`config.mk`:
```
export PLATFORM = sky130hd
export DESIGN_NAME = lsu_datapath
export DESIGN_NICKNAME = d
export VERILOG_FILES = /design/src/mem_pkg.sv /design/src/lsu_datapath.sv
export VERILOG_INCLUDE_DIRS = /design/src /design/src/src
export SDC_FILE = /design/constraint.sdc
export NUM_CORES = 1
export LEC_CHECK = 0
export CORE_MARGIN = 8
export CORE_UTILIZATION = 59
export CTS_CLUSTER_DIAMETER = 100
export CTS_CLUSTER_SIZE = 20
export DETAILED_ROUTE_END_ITERATION = 7
export DONT_BUFFER_PORTS = 1
export GPL_ROUTABILITY_DRIVEN = 1
export GPL_TIMING_DRIVEN = 1
export PLACE_DENSITY_LB_ADDON = 0.12
export SLEW_MARGIN = 0
export SYNTH_ARGS = -nofsm -noshare
export SYNTH_HDL_FRONTEND = slang
export SYNTH_SLANG_ARGS = --single-unit
```
`constraint.sdc`:
```
create_clock -name clk_in -period 4.5 [get_ports clk_in]
set_input_delay 0.675 -clock clk_in [delete_from_list [all_inputs] [get_ports clk_in]]
set_output_delay 0.675 -clock clk_in [all_outputs]
set_load 0.005 [all_outputs]
```
`src/mem_defs.svh`:
```
// cache geometry, I/O decode bits and bus widths
// shared by the memory side RTL and the testbench
`ifndef MEM_DEFS_SVH
`define MEM_DEFS_SVH

// instruction cache shape
`define BLOCK_WIDTH 1   // log2 instructions per block
`define CACHE_WIDTH 8   // log2 blocks
`define BLOCK_BYTES 8
`define BLOCK_NUM   (1 << `CACHE_WIDTH)

// byte offset bits inside one block
`define OFFSET_BITS (`BLOCK_WIDTH + 2)

// I/O window, mem_a[17:16] == 2'b11
`define IO_SEL_HI    17
`define IO_SEL_LO    16
`define IO_PORT_ADDR 32'h30000

// RAM bus lane width
`define BYTE_WIDTH 8

`endif

```
`src/mem_pkg.sv`:
```
// types for the memory subsystem: bus vectors, cache fields,
// load/store width codes and controller state
package mem_pkg;

  typedef logic [31:0] addr_t;         // byte address
  typedef logic [31:0] word_t;
  typedef logic [7:0]  byte_t;         // RAM bus lane
  typedef logic [63:0] block_t;        // two instructions
  typedef logic [7:0]  cache_index_t;
  typedef logic [20:0] cache_tag_t;    // address bits above the index
  typedef logic [2:0]  byte_cnt_t;     // byte position in an access

  // funct3 of RV32I loads and stores
  typedef enum logic [2:0] {
    LS_B  = 3'd0,
    LS_H  = 3'd1,
    LS_W  = 3'd2,
    LS_BU = 3'd4,
    LS_HU = 3'd5
  } ls_width_e;

  typedef enum logic [1:0] {ST_IDLE, ST_READ, ST_WRITE} mem_state_e;

  // who got the bus last time
  typedef enum logic {SERVE_LSB, SERVE_ICACHE} serve_e;

endpackage

```
`src/lsu_datapath.sv`:
```
// load/store data path: store byte lane select and
// little-endian load assembly with sign or zero extension
`include "mem_defs.svh"

module lsu_datapath (
  input  logic                clk_in,
  input  logic                rst_in,
  input  logic                rdy_in,
  input  logic                ls_en,
  input  mem_pkg::ls_width_e  ls_width,
  input  mem_pkg::word_t      ls_wdata,
  input  mem_pkg::byte_cnt_t  byte_idx,
  input  logic                lsu_capture,
  input  logic                ls_rdone,
  input  mem_pkg::byte_t      mem_din,
  output mem_pkg::byte_t      mem_dout,
  output mem_pkg::word_t      ls_rdata
);

  mem_pkg::ls_width_e width_q;
  mem_pkg::word_t     wdata_q;
  mem_pkg::word_t     rdata_q;   // bytes gathered so far
  logic [1:0]         lane;

  assign lane = byte_idx[1:0];   // a word never spans more than 4 bytes

  // operands of the strobed access
  always_ff @(posedge clk_in) begin
    if (ls_en) begin
      width_q <= ls_width;
      wdata_q <= ls_wdata;
    end
  end

  always_ff @(posedge clk_in) begin
    if (rst_in) begin
      rdata_q <= '0;
    end else if (rdy_in) begin
      if (ls_rdone) begin
        rdata_q <= '0;           // result handed over
      end else if (lsu_capture) begin
        rdata_q[`BYTE_WIDTH*lane +: `BYTE_WIDTH] <= mem_din;
      end
    end
  end

  assign mem_dout = wdata_q[`BYTE_WIDTH*lane +: `BYTE_WIDTH];

  always_comb begin
    case (width_q)
      mem_pkg::LS_B:  ls_rdata = {{24{rdata_q[7]}}, rdata_q[7:0]};
      mem_pkg::LS_H:  ls_rdata = {{16{rdata_q[15]}}, rdata_q[15:0]};
      mem_pkg::LS_BU: ls_rdata = {24'b0, rdata_q[7:0]};
      mem_pkg::LS_HU: ls_rdata = {16'b0, rdata_q[15:0]};
      default:        ls_rdata = rdata_q;  // full word
    endcase
  end

endmodule

```
Yosys cells after proc, flatten, opt, wreduce, memory -nomap -nowiden
Cells that the tools add are included.

Bits in registers: 67. Word-level logic and storage cells: 17. Output and inout port bits: 40.

Shifts and indexed selects: 3. Equality and inequality tests: 3. Add/sub/neg operators: 1. Mux-type cells: 4. Reduce and logical (&&, ||, !) cells: 3.

Operators by type and width (number): one-hot mux 32 bit (4 select lines) (1); two-way mux 32 bit (2); negation 5 -> 34 bit (1); variable shift 8 x 34 -> 32 bit, first input constant (1); variable part select 8 x 34 -> 32 bit (1); bitwise mux 32 bit (1); variable part select 32 x 6 -> 8 bit (1); == test 3 bit, second input constant (2); == test 3 x 1 -> 1 bit, second input constant (1); logical NOT 3 bit (1); AND reduction 2 bit (1); nonzero test 2 bit (1).

Longest topological paths before layout
Depth in word-level cells: 5. Gate-level depth with buffers: 8.

Least setup slack after synthesis
Ideal clock, no wire load.

Path kind: in2reg. From: in byte_idx[1]. To: reg rdata_q[29]. Stages on the path: 7. Setup time: 0.132 ns. Arrival: 2.014 ns. Data required time: 4.368 ns. Path slack: 2.354 ns. Path buffers: 2. Cells stage by stage: clkbuf_1 -> inv_1 -> ha_1 -> clkbuf_1 -> and3b_1 -> nand4_1 -> a21oi_1.

Word-level cells in the longest chain between the ends: 5. Elaborated cells on any way between the ends: 6. Classes of those cells: add/sub: 1; shift: 2; mux: 3.

RTL lines: start: declaration (line lsu_datapath.sv:12) `input mem_pkg::byte_cnt_t byte_idx,`; negation 5 -> 34 bit * (line lsu_datapath.sv:42) `` rdata_q[`BYTE_WIDTH*lane +: `BYTE_WIDTH] <= mem_din; ``; variable part select 8 x 34 -> 32 bit / variable shift 8 x 34 -> 32 bit (equally long branches) (line lsu_datapath.sv:42); bitwise mux 32 bit * (line lsu_datapath.sv:42); two-way mux 32 bit * (line lsu_datapath.sv:41) `end else if (lsu_capture) begin`; two-way mux 32 bit * (line lsu_datapath.sv:39) `if (ls_rdone) begin`; end signal: indexed assignment (line lsu_datapath.sv:42); end: declaration (line lsu_datapath.sv:22) `mem_pkg::word_t rdata_q;`.

Mark *: on every way between the ends. The rest lies on a longest branch, timed or not. The select of a mux whose other input is x is not followed. A chain may end at the register's enable or synchronous reset.

Final worst setup path
From: reg width_q[1]. To: out ls_rdata[9].

Word-level cells in the longest chain between the ends: 2. Elaborated cells on any way between the ends: 5. Classes of those cells: eq/ne: 3; mux: 1; reduce/logical: 1.

RTL lines: start: declaration (line lsu_datapath.sv:20) `mem_pkg::ls_width_e width_q;`; start signal: assignment (line lsu_datapath.sv:30) `width_q <= ls_width;`; == test 3 bit (tied with other cells) (line lsu_datapath.sv:50) `case (width_q)`; one-hot mux 32 bit (4 select lines) * (line lsu_datapath.sv:50); end: declaration (line lsu_datapath.sv:17) `output mem_pkg::word_t ls_rdata`.

Mark *: on every way between the ends. The rest lies on a longest branch, timed or not.

==> out/results.ini <==
[worst_setup_path]
crit_path_start_kind=flip-flop
ff2ff_path_depth=2
arrival_ns=1.93
end_kind=output port
cp.required_ns=3.83
worstReg2RegStart=rdata_q[7]$_SDFFE_PP0P_
critical_path_class=flip-flop to output port
crit_fanout=26
ff2ff_setup_slack_ns=3.77
rr_endpoint=rdata_q[7]$_SDFFE_PP0P_

[clock_network]
cts_tree=done
cts_resized=0
h-tree-depth=3
clk_path_buf_depth=2
path_clk_slew_ns=0.07
root_buffer=clkbuf_8
clock_sinks=67
clock_latency_ns=0.34
cts_buffers=9
ctsHoldBuffers=0
cts_setup_buffers=0

[die]
dieArea_um2=8000
initial_utilization=0.615
rows=26
core-area_um2=5170
fp.dieH_um=89.5
die_w_um=89.5
ios=92

[timing]
worst_slew_pin_slew_ns=0.800
fin_skew_ns=0
fin_tns_setup_ns=0
setup_viol=0
fin_crit_sh=0.580
hold_viol_final=0
max_freq_ghz=0.383
timing.final.max_slew_violations=0
slew_headroom=0.466
period_needed_ns=2.61
rsz0062_at_grt=no

[global_route]
gr-usage-all-layers=0.185
globalRouteMet3Util=0.0818
antenna_found_initial=0
grtUsageMet2=0.281
grt_max_degree=36
grt_pass1_wl_mm=11.0
grt_overflow_total=0
grt_busiest_layer=met2
grt_pass1_vias=2111
use_met1=0.214

[job]
cap_violations=0

[detailed_routing]
drc=0
drtAntennaViolNets=0
post_drt_wl_per_cell_um=19.5
drt_iter0_drc=193
vias=2184
drt-pass1-iter-count=4
viasPerCell=6.22
drt-total-wl_mm=6.84

[min_path]
hold_class=input port to flip-flop
holdCritStartpoint=rst_in
whs_endpoint=rdata_q[27]$_SDFFE_PP0P_
hold_depth=1

[synth]
yosysUniqueCellTypes=23
ys_seq_elements=67
syn_inst=299
syn-cell-area_um2=3180
ys_seq_area_frac=0.531
yosysWarningCount=0
syn_nets=356
avgSynthCellArea_um2=10.6

[finish]
drive_above_1_share=0.0819
antenna_cells=0
nets=333
post-route-cell-area_um2=3300
seqCellArea_um2=1690
fillers=444
layout_common_cells=40 x nand2_1, 40 x o21ai_0, 36 x a21oi_1
multi_input_area_um2=1270
final_core_util=0.638
syn_to_final_growth_pct=3.66

[placed_design]
io_buffer_count=0
globalplace.congestion=0.823
placed_cell_area_um2=3060
hpwl_mm=4.86

[power_and_ir_drop]
power.total_w=0.00134
ir_worst_vdd_mv=0.271
power.density_nw_per_um2=407
leakage_nw=1.26

[run_status]
status=finished, final reports clean

-- registers in the layout, summed over array words and instances (netlist names) --
signal,flops
rdata_q,32
width_q,3
wdata_q,32
-- per-layer routing --
layer	up-vias	part of all wire	wire length, µm
li1	1065	-	-
met1	1029	0.41	2840
met2	77	0.47	3210
met3	13	0.093	639
met4	0	0.023	155
met5	-	0	0
-- cells by family after synthesis --
kind of cell	share of synthesized area
adders and majority gates	0.0197
buffers and inverters	0.0700
DFF	0.531
AOI/OAI and AO/OA	0.129
and+or+nand+nor	0.188
muxes	0.0621
-- power breakdown --
part           internal (W)   total, W  switching [W]
Combinational     0.0000284  0.0000620      0.0000336
Clock              0.000370   0.000597       0.000227
Sequential         0.000672   0.000684      0.0000126
Total               0.00107    0.00134       0.000273
-- layout make-up --
| class | count | share of cell area |
|---|---|---|
| clock buffer | 10 | 0.0387 |
| clock inverter | 6 | 0.0341 |
| inverter | 3 | 0.00341 |
| multi-input combinational | 195 | 0.385 |
| sequential | 67 | 0.513 |
| tap | 70 | 0.0265 |
-- worst max-delay path, cell delays in order, from the launching register on --
cell and delay, ns:
edfxtp_1 0.69, or4b_1 0.76, nand2_1 0.14
-- synth_stat cells (all sizes together) --
library cell / number / share of area
and3b: 9 / 0.025
and3: 8 / 0.016
o21ai: 40 / 0.063
mux4: 8 / 0.059
or3: 1 / 0.0020
buf: 21 / 0.051
nor4b: 1 / 0.0075
a21o: 4 / 0.0094
dfxtp: 32 / 0.20
a21oi: 36 / 0.057
clkbuf: 13 / 0.015
nand2: 40 / 0.047
inv: 3 / 0.0035
edfxtp: 35 / 0.33
nor3b: 9 / 0.025
nand4: 32 / 0.063
mux2i: 1 / 0.0031
ha: 5 / 0.020
or4b: 1 / 0.0031
-- through the flow --
stage | setup WS, ns | hold WS [ns] | instances
2_1_floorplan | 2.35 | 0.444 | 299
3_3_place_gp | 2.25 | 0.453 | 335
3_5_place_dp | 2.24 | 0.456 | 335
4_1_cts | 1.86 | 0.374 | 351
5_1_grt | 1.71 | 0.371 | 351
6_report | 1.89 | 0.389 | 351
-- worst max-delay path by stage --
stage	endpoint	depth (start not counted)	from	slack, ns
floorplan	rdata_q[29]$_SDFFE_PP0P_	7	byte_idx[1]	2.35
global route	ls_rdata[11]	2	width_q[1]$_DFFE_PP_	1.71
detailed placement	ls_rdata[11]	2	width_q[1]$_DFFE_PP_	2.24
CTS	ls_rdata[11]	2	width_q[1]$_DFFE_PP_	1.86
global placement	ls_rdata[11]	2	width_q[1]$_DFFE_PP_	2.25
finish	ls_rdata[9]	2	width_q[1]$_DFFE_PP_	1.89
(Power assumes the default switching activity.)
