--- src/mem_defs.svh ---
// cache geometry, I/O decode bits and bus widths
// shared by the memory side RTL and the testbench
`ifndef MEM_DEFS_SVH
`define MEM_DEFS_SVH

// instruction cache shape
`define BLOCK_WIDTH 1   // log2 instructions per block
`define CACHE_WIDTH 8   // log2 blocks
`define BLOCK_BYTES 8
`define BLOCK_NUM   (1 << `CACHE_WIDTH)

// byte offset bits inside one block
`define OFFSET_BITS (`BLOCK_WIDTH + 2)

// I/O window, mem_a[17:16] == 2'b11
`define IO_SEL_HI    17
`define IO_SEL_LO    16
`define IO_PORT_ADDR 32'h30000

// RAM bus lane width
`define BYTE_WIDTH 8

`endif

--- src/mem_pkg.sv ---
// types for the memory subsystem: bus vectors, cache fields,
// load/store width codes and controller state
package mem_pkg;

  typedef logic [31:0] addr_t;         // byte address
  typedef logic [31:0] word_t;
  typedef logic [7:0]  byte_t;         // RAM bus lane
  typedef logic [63:0] block_t;        // two instructions
  typedef logic [7:0]  cache_index_t;
  typedef logic [20:0] cache_tag_t;    // address bits above the index
  typedef logic [2:0]  byte_cnt_t;     // byte position in an access

  // funct3 of RV32I loads and stores
  typedef enum logic [2:0] {
    LS_B  = 3'd0,
    LS_H  = 3'd1,
    LS_W  = 3'd2,
    LS_BU = 3'd4,
    LS_HU = 3'd5
  } ls_width_e;

  typedef enum logic [1:0] {ST_IDLE, ST_READ, ST_WRITE} mem_state_e;

  // who got the bus last time
  typedef enum logic {SERVE_LSB, SERVE_ICACHE} serve_e;

endpackage

--- src/mem_ctrl.sv ---
// RAM bus controller: arbitration between icache refill and load/store,
// byte sequencing, I/O write hold-off and rdy_in pause handling
`include "mem_defs.svh"

module mem_ctrl (
  input  logic                clk_in,
  input  logic                rst_in,
  input  logic                rdy_in,
  input  logic                io_buffer_full,
  input  logic                refill_req,
  input  mem_pkg::addr_t      refill_addr,
  input  logic                ls_en,
  input  logic                ls_wr,
  input  mem_pkg::ls_width_e  ls_width,
  input  mem_pkg::addr_t      ls_addr,
  output mem_pkg::addr_t      mem_a,
  output logic                mem_wr,
  output logic                refill_we,
  output logic                refill_done,
  output logic                lsu_capture,
  output logic                ls_rdone,
  output logic                ls_wdone,
  output mem_pkg::byte_cnt_t  byte_idx
);

  mem_pkg::mem_state_e state;
  mem_pkg::serve_e     last_serve;      // also the current owner while busy

  // pending load/store
  logic                ls_pend;
  logic                ls_wr_q;
  mem_pkg::ls_width_e  ls_width_q;
  mem_pkg::addr_t      ls_addr_q;

  mem_pkg::addr_t      base_addr;
  mem_pkg::addr_t      mem_a_q;
  mem_pkg::byte_cnt_t  last_idx;
  mem_pkg::byte_cnt_t  iss_idx;         // next byte to put on mem_a
  mem_pkg::byte_cnt_t  cap_idx;         // byte on mem_din, or on the bus for writes
  mem_pkg::byte_cnt_t  ls_last;
  logic                iss_done;
  logic                addr_live;       // mem_a holds a read address this cycle
  logic                data_valid;      // mem_din holds a requested byte
  logic                wr_q;
  logic                paused_q;
  logic                refill_done_q;
  logic                rdone_q;
  logic                wdone_q;
  logic                ls_is_io;
  logic                ic_ok;
  logic                ls_ok;
  logic                pick_ls;
  logic                pick_ic;
  logic                cap_en;

  always_comb begin
    case (ls_width_q)
      mem_pkg::LS_H, mem_pkg::LS_HU: ls_last = 3'd1;
      mem_pkg::LS_W:                 ls_last = 3'd3;
      default:                       ls_last = 3'd0;
    endcase
  end

  assign ls_is_io = (ls_addr_q[`IO_SEL_HI:`IO_SEL_LO] == 2'b11);
  assign ic_ok    = refill_req && !refill_done_q;  // cache drops its request a cycle late
  assign ls_ok    = ls_pend && !(ls_wr_q && ls_is_io && io_buffer_full);
  assign pick_ls  = ls_ok && (!ic_ok || last_serve == mem_pkg::SERVE_ICACHE);
  assign pick_ic  = ic_ok && !pick_ls;

  // first cycle after a pause carries a stale byte
  assign cap_en = (state == mem_pkg::ST_READ) && data_valid && rdy_in && !paused_q;

  assign mem_a       = mem_a_q;
  assign mem_wr      = wr_q && rdy_in;
  assign byte_idx    = cap_idx;
  assign refill_we   = cap_en && (last_serve == mem_pkg::SERVE_ICACHE);
  assign lsu_capture = cap_en && (last_serve == mem_pkg::SERVE_LSB);
  assign refill_done = refill_done_q && rdy_in;
  assign ls_rdone    = rdone_q && rdy_in;
  assign ls_wdone    = wdone_q && rdy_in;

  // request latch, taken even while paused
  always_ff @(posedge clk_in) begin
    if (rst_in) begin
      ls_pend <= 1'b0;
    end else if (ls_en) begin
      ls_pend    <= 1'b1;
      ls_wr_q    <= ls_wr;
      ls_width_q <= ls_width;
      ls_addr_q  <= ls_addr;
    end else if (rdy_in && state == mem_pkg::ST_IDLE && pick_ls) begin
      ls_pend <= 1'b0;
    end
  end

  always_ff @(posedge clk_in) begin
    if (rst_in) paused_q <= 1'b0;
    else        paused_q <= !rdy_in;
  end

  always_ff @(posedge clk_in) begin
    if (rst_in) begin
      state         <= mem_pkg::ST_IDLE;
      last_serve    <= mem_pkg::SERVE_ICACHE;
      mem_a_q       <= '0;
      wr_q          <= 1'b0;
      addr_live     <= 1'b0;
      data_valid    <= 1'b0;
      iss_done      <= 1'b0;
      iss_idx       <= '0;
      cap_idx       <= '0;
      last_idx      <= '0;
      refill_done_q <= 1'b0;
      rdone_q       <= 1'b0;
      wdone_q       <= 1'b0;
    end else if (rdy_in) begin
      refill_done_q <= 1'b0;
      rdone_q       <= 1'b0;
      wdone_q       <= 1'b0;
      unique case (state)
        mem_pkg::ST_IDLE: begin
          cap_idx <= '0;
          iss_idx <= 3'd1;
          if (pick_ls) begin
            last_serve <= mem_pkg::SERVE_LSB;
            base_addr  <= ls_addr_q;
            mem_a_q    <= ls_addr_q;
            last_idx   <= ls_last;
            iss_done   <= (ls_last == '0);
            if (ls_wr_q) begin
              state   <= mem_pkg::ST_WRITE;
              wr_q    <= 1'b1;
              wdone_q <= (ls_last == '0);  // single byte store
            end else begin
              state     <= mem_pkg::ST_READ;
              addr_live <= 1'b1;
            end
          end else if (pick_ic) begin
            last_serve <= mem_pkg::SERVE_ICACHE;
            base_addr  <= refill_addr;
            mem_a_q    <= refill_addr;
            last_idx   <= mem_pkg::byte_cnt_t'(`BLOCK_BYTES - 1);
            iss_done   <= 1'b0;
            state      <= mem_pkg::ST_READ;
            addr_live  <= 1'b1;
          end
        end
        mem_pkg::ST_READ: begin
          if (paused_q) begin
            // byte in flight was lost, issue it again
            mem_a_q    <= base_addr + 32'(cap_idx);
            addr_live  <= 1'b1;
            data_valid <= 1'b0;
            iss_idx    <= cap_idx + 3'd1;
            iss_done   <= (cap_idx == last_idx);
          end else begin
            data_valid <= addr_live;
            if (!iss_done) begin
              mem_a_q   <= base_addr + 32'(iss_idx);
              addr_live <= 1'b1;
              iss_idx   <= iss_idx + 3'd1;
              iss_done  <= (iss_idx == last_idx);
            end else begin
              addr_live <= 1'b0;
            end
            if (data_valid) begin
              cap_idx <= cap_idx + 3'd1;
              if (cap_idx == last_idx) begin
                state      <= mem_pkg::ST_IDLE;
                mem_a_q    <= '0;
                data_valid <= 1'b0;
                if (last_serve == mem_pkg::SERVE_ICACHE) refill_done_q <= 1'b1;
                else                                     rdone_q       <= 1'b1;
              end
            end
          end
        end
        mem_pkg::ST_WRITE: begin
          if (cap_idx == last_idx) begin
            state   <= mem_pkg::ST_IDLE;
            wr_q    <= 1'b0;
            mem_a_q <= '0;
          end else begin
            cap_idx <= cap_idx + 3'd1;
            mem_a_q <= base_addr + 32'(cap_idx + 3'd1);
            wdone_q <= (cap_idx + 3'd1 == last_idx);  // pulse with the last write
          end
        end
        default: state <= mem_pkg::ST_IDLE;
      endcase
    end
  end

endmodule

--- config.mk ---
export PLATFORM = sky130hd
export DESIGN_NAME = mem_ctrl
export DESIGN_NICKNAME = d
export VERILOG_FILES = /design/src/mem_pkg.sv /design/src/mem_ctrl.sv
export VERILOG_INCLUDE_DIRS = /design/src /design/src/src
export SDC_FILE = /design/constraint.sdc
export NUM_CORES = 1
export LEC_CHECK = 0
export BUFFER_PORTS_ARGS = -buffer_cell sky130_fd_sc_hd__clkbuf_2
export CAP_MARGIN = 40
export CORE_MARGIN = 2
export CORE_UTILIZATION = 52
export DETAILED_ROUTE_END_ITERATION = 7
export PLACE_DENSITY = 0.78
export SETUP_SLACK_MARGIN = 0.15
export SLEW_MARGIN = 25
export SYNTH_ARGS = -nofsm -noshare
export SYNTH_HDL_FRONTEND = slang
export SYNTH_SLANG_ARGS = --single-unit
--- constraint.sdc ---
create_clock -name clk_in -period 3.2 [get_ports clk_in]
set_clock_uncertainty 0.1 [all_clocks]
set_input_delay 0.16 -clock clk_in [delete_from_list [all_inputs] [get_ports clk_in]]
set_output_delay 0.16 -clock clk_in [all_outputs]
set_load 0.1 [all_outputs]
# After elaboration in Yosys (flattened, before gate mapping)
# Cells that the tools add are included.
# Widths: inputs -> output; s select.
# word_totals
out_inout_bits	41
input_bits	74
wordCells	148
register_bits	121
# op_classes
n_mux	60
n_bitwise	2
addsub	6
n_reduce_logical	43
eq_ne	18
# ops
cell	n
$mux 32	7
$pmux 32 s3	1
$add 32x3->32	2
$add 32x4->32	1
$mux 1	31
$mux 3	7
$logic_and 1x1->1	17
$mux 2	6
$ne 2x2->1 const B	6
$reduce_and 3->1	4
$reduce_and 4->1	3
$reduce_and 5->1	2
$eq 3x3->1	3
$ne 3x3->1 const B	3
$pmux 3 s3	1
$pmux 1 s2	4
$reduce_bool 2->1	4
$add 3x1->3 const B	2
$logic_not 1->1	6
$pmux 2 s3	1
$pmux 3 s2	1
$add 3x1->4 const B	1
$eq 2x2->1 const B	2
$pmux 2 s2	1
other kinds (11)	13

# Depth between registers and ports, before layout
# Gate-level depths: netlist (run 1).
# logic_depth
ltp_word	11
depth_mapped	11
depth_no_buf	9

# Least setup slack after synthesis (run 1)
# OpenSTA, ideal clock, no wires.
# synth_timing
kind	register to register
startpoint	register cap_idx[0], in the netlist byte_idx[0]
endpoint	register mem_a_q[30], in the netlist mem_a[30]
path_slack_ns	-0.140
stages_incl_launch_ff	10
period_less_slack_ns	3.340
setup_ns	0.128
required_time_ns	2.972
t_arrival_ns	3.112
path_cell_list	dfxtp_1 > ha_1 > fa_1 > a21oi_1 > or4_1 > buf_2 > nor4_2 > xor2_1 > a221oi_1 > a21oi_1
# synth_via
elab_chain_len	5
elab_cells_between_ends	9
classes_between	add/sub: 3; eq/ne: 1; mux: 5
# synth_lines
element	line_no	text
start: declaration	mem_ctrl.sv:39	mem_pkg::byte_cnt_t cap_idx;
start signal: assignment	mem_ctrl.sv:167	cap_idx <= cap_idx + 3'd1;
start signal: assignment	mem_ctrl.sv:184	cap_idx <= cap_idx + 3'd1;
branches (longest 4 deep; another with $add 32x4->32)	--	
$pmux 32 s3 *	mem_ctrl.sv:120	unique case (state)
end signal: assignment	mem_ctrl.sv:127	mem_a_q <= ls_addr_q;
end signal: assignment	mem_ctrl.sv:151	mem_a_q <= base_addr + 32'(cap_idx);
end signal: assignment	mem_ctrl.sv:159	mem_a_q <= base_addr + 32'(iss_idx);
end: declaration	mem_ctrl.sv:36	mem_pkg::addr_t mem_a_q;
# Every way passes the cells marked *.
# A chain may end at the register's enable or synchronous reset.

# Worst setup path after layout (run 1)
# layout_timing
startpoint	register base_addr[2]
endpoint	register mem_a_q[20], in the netlist mem_a[20]
# layout_via
elab_chain_len	6
elab_cells_between_ends	9
classes_between	add/sub: 3; mux: 6
# layout_lines
element	line_no	text
start: declaration	mem_ctrl.sv:35	mem_pkg::addr_t base_addr;
start signal: assignment	mem_ctrl.sv:126	base_addr <= ls_addr_q;
start signal: assignment	mem_ctrl.sv:140	base_addr <= refill_addr;
$add 32x3->32	mem_ctrl.sv:159	
$mux 32	mem_ctrl.sv:158	if (!iss_done) begin
$mux 32	mem_ctrl.sv:168	if (cap_idx == last_idx) begin
$mux 32	mem_ctrl.sv:166	if (data_valid) begin
$mux 32	mem_ctrl.sv:149	if (paused_q) begin
$pmux 32 s3 *	mem_ctrl.sv:120	
# Every way passes the cells marked *; elsewhere a longest branch is shown, timed or not.

==> results of run 1 <==
[power groups by stage]
stage	combinational [mW]	clock (mW)	sequential (mW)
2_1_floorplan	0.656	0	2.31
3_3_place_gp	1.38	0	1.96
3_5_place_dp	1.40	0	1.96
4_1_cts	1.46	1.80	1.93
5_1_grt	1.58	1.88	1.95
6_report	1.49	1.79	1.93
[final cells by class]
| type | count | share of cell area (%) |
|---|---|---|
| multi-input combinational | 688 | 44.3 |
| sequential | 121 | 31.6 |
| timing repair buffer | 212 | 15.0 |
| clock buffer | 20 | 4.55 |
| tap | 188 | 2.40 |
| inverter | 29 | 1.11 |
| clock inverter | 12 | 1.03 |
[layout by cell type (no fill, tap or decap), types with 7 or more instances in the layout]
master and n:
nand2b_1 11, nand3_1 20, nor2_1 53, mux2_2 8, a211oi_1 16, nor3_1 34, nand4_1 19, o221ai_1 15
nand2_1 134, nor2b_1 7, or3_1 8, xnor2_1 28, a31oi_1 13, ha_1 13, edfxtp_1 68, a21o_1 9
mux2i_1 12, xor2_1 26, or4_1 10, a221oi_1 10, buf_4 41, o32ai_1 7, and2_1 10, clkbuf_2 115
dfxtp_1 50, clkbuf_16 17, a21oi_1 42, dlygate4sd3_1 54, o211ai_1 11, o22ai_1 9, inv_1 28, nor4_1 13
o21ai_0 63
[flip-flops by register name, indices dropped and copies added (netlist names), 2 cells and up]
signal and count:
byte_idx 3, ls_width_q 3, state 2, mem_a 32, base_addr 32, ls_addr_q 32, last_idx 3, iss_idx 3
[per-stage QoR]
| step | utilization [%] | setup WS [ns] | hold WS, ns | power, mW | cells |
|---|---|---|---|---|---|
| after global placement | 57.9 | 0.458 | 0.237 | 3.34 | 1182 |
| after global routing | 65.3 | 0.170 | 0.0118 | 5.41 | 1270 |
| after detailed placement | 58.0 | 0.394 | 0.239 | 3.36 | 1183 |
| after CTS | 65.3 | 0.360 | 0.00508 | 5.18 | 1269 |
| after floorplan | - | 0.253 | 0.159 | 2.97 | 913 |
| final | 65.3 | 0.324 | 0.00925 | 5.22 | 1270 |
[metal layers]
metal	share of wire (%)	vias to the layer above	routed length, µm	GRT usage [%]
met3	11	82	2920	8.21
li1	-	3710	-	-
met4	4.1	0	1120	16.7
met2	45	465	12200	52.5
met1	40	3776	10900	44.3
met5	0	-	0	0
[critical path, stage by stage, from the launching register on]
cell,delay [ns]
edfxtp_1,0.41
ha_1,0.44
a21oi_1,0.19
or4_1,0.67
buf_4,0.23
nor3_1,0.24
xnor2_1,0.15
nor2_1,0.06
o31a_1,0.28
[cells by family (layout without fill, tap and decap cells)]
kind of cell	after synthesis	in the layout	synth area share, %
AOI/OAI and AO/OA	248	248	21.2
muxes	20	20	2.67
adders and majority gates	16	16	2.83
DFF	121	121	39.4
xor gates and xnor gates	54	54	6.00
and+or+nand+nor	350	350	22.2
buffers and inverters	104	273	5.71
[repair_timing]
action,in CTS,in global routing
endpoints found under the hold margin,54,0
hold buffers,54,0
gates resized for setup,0,1
endpoints found under the setup margin,0,1
[worst max-delay path by stage]
stage,startpoint,endpoint,slack (ns)
final,base_addr[2],mem_a[20],0.32
after global routing,state[0],lsu_capture,0.17
after CTS,base_addr[2],mem_a[22],0.36
after detailed placement,base_addr[2],mem_a[20],0.39
after global placement,base_addr[2],mem_a[20],0.46
after floorplan,byte_idx[0],mem_a[30],0.25
==> flow_summary.toml, run 1 <==
[status]
status = "finished, final reports clean"

[timing]
fmax_mhz = 348
rsz0062_at_grt = "false"
finalSetupViolations = 0
period_needed_ns = 2.88
final_hold_viol_count = 0
period_share_pct = 89.9
setup_tns_ns = 0
relSlewSlack_pct = 56.3
report.final.slew_viol_count = 0
tightest_slew_ns = 0.655

[power]
power_switching_share_pct = 36.7
p_comb_share_pct = 28.6
pwr_density_cell_nw_per_um2 = 532
power_frac_seq_pct = 37.0
p_sw_mw = 1.91
power.internal_mw = 3.31
ir_drop_uv = 499
p_leak_nw = 3.79
clkPwrFrac_pct = 34.3

[setup_path]
reg2reg_slack_ns = 0.32
r2r-end = "mem_a[20]"
worst_setup_path_end_kind = "register"
setup.worst_path.class = "register to register"
r2r_cells = 8
crit_arrival_ns = 3.08
startpoint_type = "register"
worstPathMaxFanout = 10
worst_ep_required_time_ns = 3.40
reg2reg_from = "base_addr[2]"

[synth]
ys_types = 71
synth_area_um2 = 7880
ys_ff_latch = 121
ys_warn_count = 0
seq_area_frac_synth_pct = 39.4
synth_top_area_share_pct = 25.9
syn_inst = 913
synth.largest_area_cell = "edfxtp_1"
syn_area_per_cell_um2 = 8.64
yosysMostFrequentCell = "nand2_1"
synth_flop_cell = "edfxtp_1"
netlist_top_cells_count = "134 x nand2_1, 68 x edfxtp_1, 63 x o21ai_0"
async_flop_share_pct = 0
syn_nets = 1003
ys_top_cells_by_area = "edfxtp_1 26%, dfxtp_1 13%, nand2_1 6.4%"
synth-edff-count = 68

[floorplan]
initial_core_util_pct = 52.4
rows = 45
die_h_um = 127
core_region_area_um2 = 15000
io_pins = 115
dieWidth_um = 127
dieArea_um2 = 16200

[cts]
post_cts_buffers = 0
cts.sinks = 121
cts_tree = "yes"
cts-root-buf = "clkbuf_16"
clk_pin_slew_worst_paths_ns = 0.06
cts.path.max_buffers = 2
numCtsBuffers = 17
clk_latency_ns = 0.42
cts_htree_levels = 4

[routing]
wirelength_um = 27100
drt_iter0_markers = 1042
vias_per_cell = 6.33
route.vias.total = 8033
wl_per_cell_um = 21.3
post-route-drc-count = 0
firstDrtPassIters = 7
ant_nets = 0

[final_layout]
synthToLayoutAreaGrowth_pct = 24.6
nets = 1159
nFillCells = 1162
diodes = 0
multiInputGateArea_um2 = 4350
drive_gt1_share_pct = 20.1
regArea_um2 = 3110
postLayoutCellArea_um2 = 9820

[hold_path]
hp-class = "input pin to register"
min-delay-start = "refill_addr[20]"
min_to = "base_addr[20]"
whs_path_depth = 3

[global_route]
grt_max_degree = 41
overflow = 0
antenna_found_initial = 0
grt_pass1_wl_um = 42000
grt_usage_pct = 33.8
grt_pass1_vias = 7629

[place]
port-buffer-count = 114
gp_congestion = 1.05
placed_area_um2 = 8730
dp_hpwl_um = 18100

[job]
drv_cap = 0
Power figures use the tool's default switching activity.
==> run 2, diff against run 1 <==
--- a/config.mk
+++ b/config.mk
@@ -8,10 +8,10 @@
 export LEC_CHECK = 0
 export BUFFER_PORTS_ARGS = -buffer_cell sky130_fd_sc_hd__clkbuf_2
 export CAP_MARGIN = 40
-export CORE_MARGIN = 2
-export CORE_UTILIZATION = 52
+export CORE_MARGIN = 1.5
+export CORE_UTILIZATION = 54
 export DETAILED_ROUTE_END_ITERATION = 7
-export PLACE_DENSITY = 0.78
+export PLACE_DENSITY = 0.8
 export SETUP_SLACK_MARGIN = 0.15
 export SLEW_MARGIN = 25
 export SYNTH_ARGS = -nofsm -noshare
==> flow_summary.toml, run 2 (same netlist as run 1, synthesis figures left out) <==
[routing]
ant_nets = 0
post-route-drc-count = 0
firstDrtPassIters = 8
route.vias.total = 8315
drt_iter0_markers = 1261
vias_per_cell = 6.58
wirelength_um = 28200
wl_per_cell_um = 22.3

[setup_path]
r2r_cells = 9
crit_arrival_ns = 3.14
critPathCapture = "mem_a[20]"
cp.depth = 9
worst_setup_path_end_kind = "register"
r2r-end = "mem_a[20]"
reg2reg_from = "iss_idx[0]"
worst_ep_required_time_ns = 3.41
startpoint_type = "register"
worstPathMaxFanout = 6
crit_path_top_delay_cell = "nor4_1"
reg2reg_slack_ns = 0.27
setup.worst_path.class = "register to register"
cp_top_family = "compound AO/OA/AOI/OAI gates"
critPathLaunch = "iss_idx[0]"
crit_buf_inv = 1
cp_cell_sequence = "ha_1 > inv_1 > fa_1 > nor2b_1 > o2111ai_1 > nor4_1 > xnor2_1 > a21oi_1 > o31a_1"
max_stage_delay_ns = 0.49

[power]
p_comb_share_pct = 28.4
p_leak_nw = 3.80
power_switching_share_pct = 37.2
clkPwrFrac_pct = 35.1
pwr_density_cell_nw_per_um2 = 540
power_frac_seq_pct = 36.5
ir_drop_uv = 408
power.internal_mw = 3.34
power.total_mw = 5.32
p_sw_mw = 1.98

[timing]
fmax_mhz = 341
tightest_slew_ns = 0.917
period_share_pct = 91.6
finalSetupViolations = 0
rsz0062_at_grt = "false"
setup_tns_ns = 0
period_needed_ns = 2.93
final_hold_viol_count = 0
report.final.slew_viol_count = 0
relSlewSlack_pct = 38.8

[cts]
clk_latency_ns = 0.43
cts-root-buf = "clkbuf_16"
cts_tree = "yes"
numCtsBuffers = 17
cts.path.max_buffers = 2
cts_htree_levels = 4
clk_pin_slew_worst_paths_ns = 0.06
cts.sinks = 121

[final_layout]
drive_gt1_share_pct = 20.4
synthToLayoutAreaGrowth_pct = 25.0
final_util_pct = 70.2
diodes = 0
final_common_cell = "nand2_1"
multiInputGateArea_um2 = 4360
nets = 1160
regArea_um2 = 3110
nFillCells = 1007
layout.cells.non_filler = 1263
final_cell_mix = "134 x nand2_1, 114 x clkbuf_2, 68 x edfxtp_1"

[place]
dp_hpwl_um = 18200
gp_congestion = 1.02
place_inst = 1174
port-buffer-count = 114

[status]
status = "finished, final reports clean"

[global_route]
grt_usage_pct = 37.7
grt_max_degree = 41
grt_pass1_wl_um = 42800
overflow = 0
antenna_found_initial = 0
grt_pass1_vias = 7778

[floorplan]
die_h_um = 124
rows = 43
dieArea_um2 = 15300
initial_core_util_pct = 56.1
core_region_area_um2 = 14000
dieWidth_um = 124
io_pins = 115

[hold_path]
hp-class = "input pin to register"

[job]
drv_cap = 0
run 2: worst min-delay path: cells and delay by family:
family	cells	cell delay (ns)
compound gates	1	0.06
simple gates	1	0.09
buf+inv	2	0.20
run 2: worst min path at each step:
stage                     to       startpoint  slack [ns]  cells after the start
2_1_floorplan   ls_addr_q[0]       ls_addr[0]        0.16                      0
3_3_place_gp   ls_addr_q[19]      ls_addr[19]        0.24                      1
3_5_place_dp   ls_addr_q[10]      ls_addr[10]        0.24                      1
4_1_cts        base_addr[29]  refill_addr[29]        0.01                      2
5_1_grt        base_addr[29]  refill_addr[29]        0.03                      2
6_report       refill_done_q           rdy_in        0.03                      4
run 2: per-layer routing:
metal	part of all wire, %	vias to the layer above	GRT usage (%)
li1	-	3705	-
met1	38	3827	49.7
met2	44	659	56.5
met3	13	124	10.3
met4	4.6	0	19.8
met5	0	-	0.694
run 2: through the flow:
step	hold WS [ns]	area, µm²	setup WS [ns]
6_report	0.0270	9850	0.270
5_1_grt	0.0337	9850	0.155
4_1_cts	0.0138	9830	0.310
3_5_place_dp	0.239	8710	0.327
3_3_place_gp	0.236	8680	0.361
2_1_floorplan	0.159	7890	0.253
run 2: repair_timing:
action / 4_1_cts / 5_1_grt
buffers inserted: 0 / 0
hold endpoints to repair: 55 / 0
setup endpoints to repair: 0 / 1
hold buffers: 55 / 0
gates resized for setup: 0 / 1
run 2: power groups by stage:
stage,logic (mW),clock network [mW],registers [mW]
6_report,1.51,1.87,1.94
5_1_grt,1.59,1.92,1.95
4_1_cts,1.45,1.86,1.93
3_5_place_dp,1.39,0,1.96
3_3_place_gp,1.37,0,1.96
2_1_floorplan,0.656,0,2.31
run 2: cell type report:
class                           count  area share, %
Sequential cell                   121           31.5
Tap cell                          180           2.29
Clock buffer                       20           4.64
Multi-Input combinational cell    688           44.2
Inverter                           29           1.10
Timing Repair Buffer              213           15.0
Clock inverter                     12           1.19
